<file path="src/rtl/mul_consts.svh">
`ifndef MUL_CONSTS_SVH
`define MUL_CONSTS_SVH

// width of each signed operand
`define MUL_OP_WIDTH 7

// exact signed product width
`define MUL_PROD_WIDTH (2 * `MUL_OP_WIDTH)

// seven csa rows plus the final adder stage
`define MUL_LATENCY (`MUL_OP_WIDTH + 1)

`endif
</file>
<file path="src/rtl/mul_pkg.sv">
`default_nettype none

`include "mul_consts.svh"

package mul_pkg;

   // two's-complement operand
   typedef logic signed [`MUL_OP_WIDTH-1:0] operand_t;

   // exact product, also the width of the sum and carry vectors
   typedef logic signed [`MUL_PROD_WIDTH-1:0] product_t;

   // record handed from one pipeline stage to the next
   typedef struct packed {
      logic     valid;
      operand_t a;
      operand_t b;
      product_t sum;
      product_t carry;
   } mul_stage_t;

   // result of one full adder cell
   typedef struct packed {
      logic c;
      logic s;
   } fa_out_t;

   function automatic fa_out_t full_add(
      input logic x,
      input logic y,
      input logic z
   );
      fa_out_t r;
      r.s = x ^ y ^ z;
      r.c = (x & y) | (x & z) | (y & z);
      return r;
   endfunction

   // replicate the sign bit up to product width
   function automatic product_t sign_extend(input operand_t op);
      product_t r;
      r = {{(`MUL_PROD_WIDTH - `MUL_OP_WIDTH){op[`MUL_OP_WIDTH-1]}}, op};
      return r;
   endfunction

endpackage

`default_nettype wire

</file>
<file path="src/rtl/mul_top.sv">
`timescale 1ns/10ps
`default_nettype none

`include "mul_consts.svh"

module mul_top (
   input  logic              clk,
   input  logic              rst_n,
   input  logic              en,
   input  mul_pkg::operand_t a,
   input  mul_pkg::operand_t b,
   output mul_pkg::product_t p,
   output logic              p_valid
);

   localparam int ROWS = `MUL_OP_WIDTH;

   // stage[k] feeds row k and stage[ROWS] feeds the adder
   mul_pkg::mul_stage_t stage [0:ROWS];

   // new pair enters with empty sum and carry
   assign stage[0] = '{
      valid: en,
      a:     a,
      b:     b,
      sum:   '0,
      carry: '0
   };

   for (genvar k = 0; k < ROWS; k++) begin : g_row
      csa_row #(
         .ROW_IDX (k)
      ) i_row (
         .clk       (clk),
         .rst_n     (rst_n),
         .stage_in  (stage[k]),
         .stage_out (stage[k+1])
      );
   end

   cpa_stage i_cpa (
      .clk      (clk),
      .rst_n    (rst_n),
      .stage_in (stage[ROWS]),
      .p        (p),
      .p_valid  (p_valid)
   );

endmodule

`default_nettype wire

</file>
<file path="src/rtl/cpa_stage.sv">
`timescale 1ns/10ps
`default_nettype none

`include "mul_consts.svh"

module cpa_stage (
   input  logic                clk,
   input  logic                rst_n,
   input  mul_pkg::mul_stage_t stage_in,
   output mul_pkg::product_t   p,
   output logic                p_valid
);

   localparam int PROD_W = `MUL_PROD_WIDTH;

   mul_pkg::product_t sum_res;
   logic [PROD_W-1:0] ripple;

   // ripple-carry chain over sum and carry
   assign ripple[0] = 1'b0;

   for (genvar i = 0; i < PROD_W; i++) begin : g_bit
      mul_pkg::fa_out_t fa;

      assign fa         = mul_pkg::full_add(stage_in.sum[i], stage_in.carry[i], ripple[i]);
      assign sum_res[i] = fa.s;

      // last carry out is beyond the product width
      if (i < PROD_W - 1) begin : g_chain
         assign ripple[i+1] = fa.c;
      end
   end

   always_ff @(posedge clk or negedge rst_n) begin
      if (!rst_n) begin
         p_valid <= 1'b0;
      end else begin
         p_valid <= stage_in.valid;
      end
   end

   // p holds the last product through gaps
   always_ff @(posedge clk or negedge rst_n) begin
      if (!rst_n) begin
         p <= '0;
      end else if (stage_in.valid) begin
         p <= sum_res;
      end
   end

endmodule

`default_nettype wire

</file>
<file path="src/rtl/csa_row.sv">
`timescale 1ns/10ps
`default_nettype none

`include "mul_consts.svh"

module csa_row #(
   parameter int ROW_IDX = 0
) (
   input  logic                clk,
   input  logic                rst_n,
   input  mul_pkg::mul_stage_t stage_in,
   output mul_pkg::mul_stage_t stage_out
);

   localparam int OP_W   = `MUL_OP_WIDTH;
   localparam int PROD_W = `MUL_PROD_WIDTH;

   // sign bit of b has negative weight
   localparam bit TOP_ROW = (ROW_IDX == OP_W - 1);

   mul_pkg::product_t   a_ext;
   mul_pkg::product_t   pp;
   mul_pkg::product_t   pp_term;
   logic                plus_one;
   mul_pkg::product_t   sum_next;
   mul_pkg::product_t   carry_next;
   mul_pkg::mul_stage_t stage_next;

   if (ROW_IDX < 0 || ROW_IDX >= OP_W) begin : g_bad_idx
      $error("csa_row: ROW_IDX %0d is not a bit of the operand", ROW_IDX);
   end

   assign a_ext = mul_pkg::sign_extend(stage_in.a);

   // a weighted by this bit of b
   assign pp = (a_ext << ROW_IDX) & {PROD_W{stage_in.b[ROW_IDX]}};

   // top row subtracts by inverting here and adding one at carry bit 0
   assign pp_term  = TOP_ROW ? ~pp : pp;
   assign plus_one = TOP_ROW ? 1'b1 : 1'b0;

   // one full adder per column
   always_comb begin
      mul_pkg::fa_out_t fa;
      carry_next    = '0;
      carry_next[0] = plus_one;
      for (int i = 0; i < PROD_W; i++) begin
         fa = mul_pkg::full_add(stage_in.sum[i], stage_in.carry[i], pp_term[i]);
         sum_next[i] = fa.s;
         // msb carry dropped since the sum is modulo 2**PROD_W
         if (i < PROD_W - 1) begin
            carry_next[i+1] = fa.c;
         end
      end
   end

   // operands and valid ride along unchanged
   always_comb begin
      stage_next       = stage_in;
      stage_next.sum   = sum_next;
      stage_next.carry = carry_next;
   end

   always_ff @(posedge clk or negedge rst_n) begin
      if (!rst_n) begin
         stage_out <= '0;
      end else begin
         stage_out <= stage_next;
      end
   end

endmodule

`default_nettype wire

</file>
<file path="config.mk">
export PLATFORM = sky130hd
export DESIGN_NAME = mul_top
export DESIGN_NICKNAME = d
export VERILOG_FILES = /design/src/rtl/mul_pkg.sv /design/src/rtl/mul_top.sv /design/src/rtl/cpa_stage.sv /design/src/rtl/csa_row.sv
export VERILOG_INCLUDE_DIRS = /design/src /design/src/rtl
export SDC_FILE = /design/constraint.sdc
export NUM_CORES = 1
export LEC_CHECK = 0
export BUFFER_PORTS_ARGS = -buffer_cell sky130_fd_sc_hd__buf_2
export CORE_ASPECT_RATIO = 0.8
export CORE_MARGIN = 1
export CORE_UTILIZATION = 50
export CTS_CLUSTER_SIZE = 24
export DETAILED_ROUTE_END_ITERATION = 10
export GPL_ROUTABILITY_DRIVEN = 0
export MAX_ROUTING_LAYER = met4
export PLACE_DENSITY = 0.71
export SLEW_MARGIN = 20
export SYNTH_ARGS = -nofsm -noshare
export SYNTH_HDL_FRONTEND = slang
export SYNTH_SLANG_ARGS = --single-unit
</file>
<file path="constraint.sdc">
create_clock -name clk -period 17.45 [get_ports clk]
set_input_delay 1.745 -clock clk [delete_from_list [all_inputs] [get_ports clk]]
set_output_delay 1.745 -clock clk [all_outputs]
set_load 0.1 [all_outputs]
</file>
### After elaboration in Yosys (flattened, before gate mapping)

Cells that the tools add are included.

| cells by class | value |
|---|---|
| bitwise operators | 563 |

Operators by type and width:

| operator | number |
|---|---|
| bitwise AND 1 bit | 235 |
| bitwise XOR 1 bit | 176 |
| OR 1 bit | 144 |
| bitwise AND 14 bit | 7 |
| inverter 14 bit | 1 |

| storage, ports and cells | value |
|---|---|
| register bits after elaboration | 283 |
| input port bits | 17 |
| output and inout port bits | 15 |

### Depth between registers and ports, before layout

| logic depth | value |
|---|---|
| depth in word-level cells | 38 |
| mapped depth | 15 |
| gate-level depth less buffers | 15 |

### Modules after synthesis

From an unflattened synthesis, not the netlist that was laid out.

| second synthesis, totals | value |
|---|---|
| cell total of the unflattened synthesis | 811 |
| area total of the unflattened synthesis | 11432.2 sq um |

Modules (own cells, without submodules):

| module | instances | cells each | area an instance (sq um) | seq. area each (sq um) |
|---|---|---|---|---|
| csa_row (g_row[0].i_row) | 1 | 118 | 1564.0 | 1051.0 |
| csa_row (g_row[6].i_row) | 1 | 118 | 1561.5 | 1076.0 |
| csa_row (g_row[1].i_row) | 1 | 114 | 1541.5 | 1051.0 |
| csa_row (g_row[2].i_row) | 1 | 110 | 1519.0 | 1051.0 |
| csa_row (g_row[3].i_row) | 1 | 106 | 1496.4 | 1051.0 |
| csa_row (g_row[4].i_row) | 1 | 102 | 1473.9 | 1051.0 |
| csa_row (g_row[5].i_row) | 1 | 98 | 1451.4 | 1051.0 |
| cpa_stage | 1 | 44 | 820.8 | 375.4 |
| mul_top | 1 | 1 | 3.8 | 0.0 |

### Worst setup path before layout

No wires, ideal clock.

| timing | value |
|---|---|
| path type | register to register |
| from | register g_row[6].i_row.stage_out[0] (netlist bit) |
| to | register i_cpa.p[13] |
| setup time | 0.126 ns |
| arrival time | 6.545 ns |
| slack | 10.779 ns |
| stages on the path, launching flop included | 16 |
| period minus slack after synthesis | 6.671 ns |
| cells stage by stage | dfrtp_1 ha_1 fa_1 fa_1 fa_1 fa_1 fa_1 fa_1 fa_1 fa_1 fa_1 fa_1 fa_1 fa_1 xor3_1 mux2_4 |

| on the way | value |
|---|---|
| cells in the longest elaborated chain, start to end | 38 |
| elaborated cells on any way between the ends | 50 |
| those cells by class | bitwise (50) |

Ends and longest elaborated chain:

| what | RTL line | source |
|---|---|---|
| start: declaration | csa_row.sv:12 | `output mul_pkg::mul_stage_t stage_out` |
| start signal: assignment | csa_row.sv:68 | `stage_out <= stage_next;` |
| bitwise AND 1 bit * | mul_pkg.sv:35 | `r.c = (x & y) \| (x & z) \| (y & z);` |
| bitwise AND 1 bit | mul_pkg.sv:35 |  |
| OR 1 bit | mul_pkg.sv:35 |  |
| OR 1 bit * | mul_pkg.sv:35 |  |
| bitwise AND 1 bit | mul_pkg.sv:35 |  |
| OR 1 bit | mul_pkg.sv:35 |  |
| OR 1 bit * | mul_pkg.sv:35 |  |
| bitwise AND 1 bit | mul_pkg.sv:35 |  |
| [... 22 more ...] | n/a |  |
| OR 1 bit * | mul_pkg.sv:35 |  |
| bitwise AND 1 bit | mul_pkg.sv:35 |  |
| OR 1 bit | mul_pkg.sv:35 |  |
| OR 1 bit * | mul_pkg.sv:35 |  |
| bitwise AND 1 bit | mul_pkg.sv:35 |  |
| OR 1 bit | mul_pkg.sv:35 |  |
| OR 1 bit * | mul_pkg.sv:35 |  |
| bitwise XOR 1 bit * | mul_pkg.sv:34 | `r.s = x ^ y ^ z;` |
| end signal: assignment | cpa_stage.sv:47 | `p <= sum_res;` |
| end: declaration | cpa_stage.sv:10 | `output mul_pkg::product_t p,` |

Every way passes the cells marked *; elsewhere a longest branch is shown, timed or not.
A chain may end at the register's enable or synchronous reset.

### Worst setup path in the final report

Same ends and word-level chain as after synthesis.

==> impl_metrics.py <==
metrics = {
    "setup_path": {
        "crit_required_ns": 17.80,
        "cp_max_fo": 1,
        "r2r_slack_ns": 10.62,
        "crit_cells": 15,
        "cp.arrival_ns": 7.19,
        "critPathTopFamily": "adder cells",
        "critPathMaxStageDelay_ns": 0.47,
        "start_kind": "register",
        "crit_type": "register to register",
        "critPathCaptureType": "register",
        "critical_path.cell_chain": "ha_1 -> fa_1 -> fa_1 -> fa_1 -> fa_1 -> fa_1 -> fa_1 -> fa_1 -> fa_1 -> fa_1 -> fa_1 -> fa_1 -> fa_1 -> xor3_1 -> mux2_4",
        "rr_worst_depth": 15,
        "critPathMostFrequentCell": "fa_1",
        "path_buf_inv": 0,
        "cpMaxStageDelayCell": "fa_1",
    },
    "worst_hold_path": {
        "hold_class": "register to register",
        "whs_path_depth": 0,
    },
    "clock_network": {
        "clkSinkCount": 204,
        "cts-hold-fix-buffers": 0,
        "htreeDepth": 1,
        "ctsResizeCount": 0,
        "clock_latency_ns": 0.48,
        "clk_path_buf_depth": 3,
        "cts_tree": "built",
        "post_cts_buffers": 0,
        "clockRootBuffer": "clkbuf_16",
        "cts_made_buffers": 20,
        "clk_pin_slew_ns": 0.06,
    },
    "global_routing": {
        "grt_pass1_wl_um": 14100,
        "grt_max_degree": 118,
        "first_global_vias": 3043,
        "track_usage": 0.130,
        "grt-ovfl-total": 0,
        "antenna_found_initial": 0,
    },
    "synthesis": {
        "netlist_instances": 374,
        "syn_avg_cell_area_um2": 18.2,
        "ys_ff_latch": 204,
        "yosys.cell_count.top_type": "dfrtp_1",
        "synth.distinct_cells": 11,
        "async_reset_ff_frac": 1.00,
        "synthDominantCellAreaShare": 0.748,
        "syn_nets": 446,
        "synth_common_cells": "dfrtp_1, inv_1, fa_1",
        "synthFlopType": "dfrtp_1",
        "yosysSeqAreaShare": 0.748,
        "synth-edff-count": 0,
        "yosys_warnings": 0,
        "yosysTopAreaCell": "dfrtp_1",
        "ys_top_cells_by_area": "dfrtp_1, fa_1, and2_1, inv_1, mux2_2",
        "synth_area_um2": 6820,
    },
    "sta": {
        "max_freq_mhz": 146,
        "setup_violations": 0,
        "final.setup.tns_ns": 0,
        "min_period_ns": 6.83,
        "hold_violations": 0,
        "slew_headroom": 0.405,
        "slew_violations": 0,
        "final.setup.worst_slack_ns": 10.62,
        "clock_skew_ns": 0.0113,
        "worst_slew_pin_slew_ns": 0.893,
        "rsz0062_at_grt": "false",
        "fin_crit_sh": 0.392,
    },
    "final_layout": {
        "syn_to_final_growth_pct": 15.7,
        "num-nets-final": 499,
        "drive_above_1_share": 0.172,
        "layout.cells.non_filler": 616,
        "antenna-diode-count": 0,
    },
    "drt": {
        "drtAntennaViolNets": 0,
        "wl_per_cell_um": 12.4,
        "drc_errors": 0,
        "vias": 2681,
        "via_per_inst": 4.35,
        "routed_wirelength_um": 7650,
        "drtIter0Drc": 120,
        "dr.pass1.iters": 2,
    },
    "floorplan": {
        "dieWidth_um": 133,
        "pin_count": 32,
        "core-area_um2": 13100,
        "start_util": 0.521,
        "die_h_um": 106,
        "die-area_um2": 14100,
        "rows": 37,
    },
    "placed_design": {
        "port_buffers": 31,
        "dpl.cell_count": 580,
        "dp_slack_ns": 10.53,
        "dp_hpwl_um": 4970,
    },
    "run": {
        "maxCapViolCount": 0,
    },
    "power": {
        "p_leak_nw": 3.82,
        "power_density_nw_per_um2": 168,
        "ir_drop_uv": 115,
    },
    "status": {
        "outcome": "complete, no violations",
    },
}
report_power, final:
group | switching [mW] | total [mW] | internal [mW]
combinational | 0.189 | 0.283 | 0.0941
clock | 0.163 | 0.437 | 0.273
sequential | 0.0417 | 0.606 | 0.564
cell usage in the layout (no fill, tap or decap):
master	synthesis	final
fa_1	47	47
conb_1	1	1
ha_1	8	8
buf_6	0	1
xor3_1	1	1
bufinv_16	0	3
clkbuf_1	0	6
mux2_4	1	1
inv_1	49	49
buf_2	0	30
and2_1	45	45
clkbuf_16	0	21
clkinv_2	0	4
dfrtp_1	204	204
mux2_2	13	13
clkbuf_8	0	3
nand2_1	4	4
worst paths after layout:
path,from,end
setup / recovery,g_row[6].i_row.stage_out[0],i_cpa.p[13]
hold / removal,g_row[1].i_row.stage_out[31],g_row[2].i_row.stage_out[31]
setup reg to reg,g_row[6].i_row.stage_out[0],i_cpa.p[13]
hold reg to reg,g_row[1].i_row.stage_out[31],g_row[2].i_row.stage_out[31]
max in group asynchronous,rst_n,g_row[0].i_row.stage_out[19]
min in group asynchronous,rst_n,i_cpa.p[10]
final cells by class:
cell class	instances	area (µm²)
Fill cell	975	5210
Sequential cell	204	5100
Multi-Input combinational cell	120	1530
Clock buffer	29	576
Tap cell	175	219
Inverter	49	184
Timing Repair Buffer	32	175
Clock inverter	7	110
layer usage:
metal / vias up / GRT usage / wire [µm]
li1: 1225 / - / -
met1: 1379 / 0.158 / 3140
met2: 51 / 0.213 / 3900
met3: 26 / 0.0286 / 324
met4: 0 / 0.0534 / 289
met5: - / - / 0
cell families after synthesis:
| family | synth area share |
|---|---|
| xor+xnor | 0.00348 |
| fa+ha+maj | 0.153 |
| buf+inv | 0.0281 |
| flops | 0.748 |
| mux | 0.0237 |
| other cells | 0.000550 |
| simple gates | 0.0435 |
sequential cells by signal (all words and copies together) (netlist names):
register and flops:
i_cpa.p 14, i_cpa.p_valid 1, g_row.i_row.stage_out 189
through the flow:
| step | hold WS (ns) | power (mW) | cell area [µm²] | utilization |
|---|---|---|---|---|
| floorplan | 0.331 | 0.832 | 6820 | - |
| finish | 0.341 | 1.33 | 7900 | 0.603 |
| global route | 0.346 | 1.40 | 7900 | 0.603 |
| CTS | 0.346 | 1.35 | 7890 | 0.602 |
| detailed placement | 0.335 | 0.907 | 7210 | 0.550 |
| global placement | 0.331 | 0.886 | 7210 | 0.550 |
No activity file was read; power rests on OpenSTA's default activity.
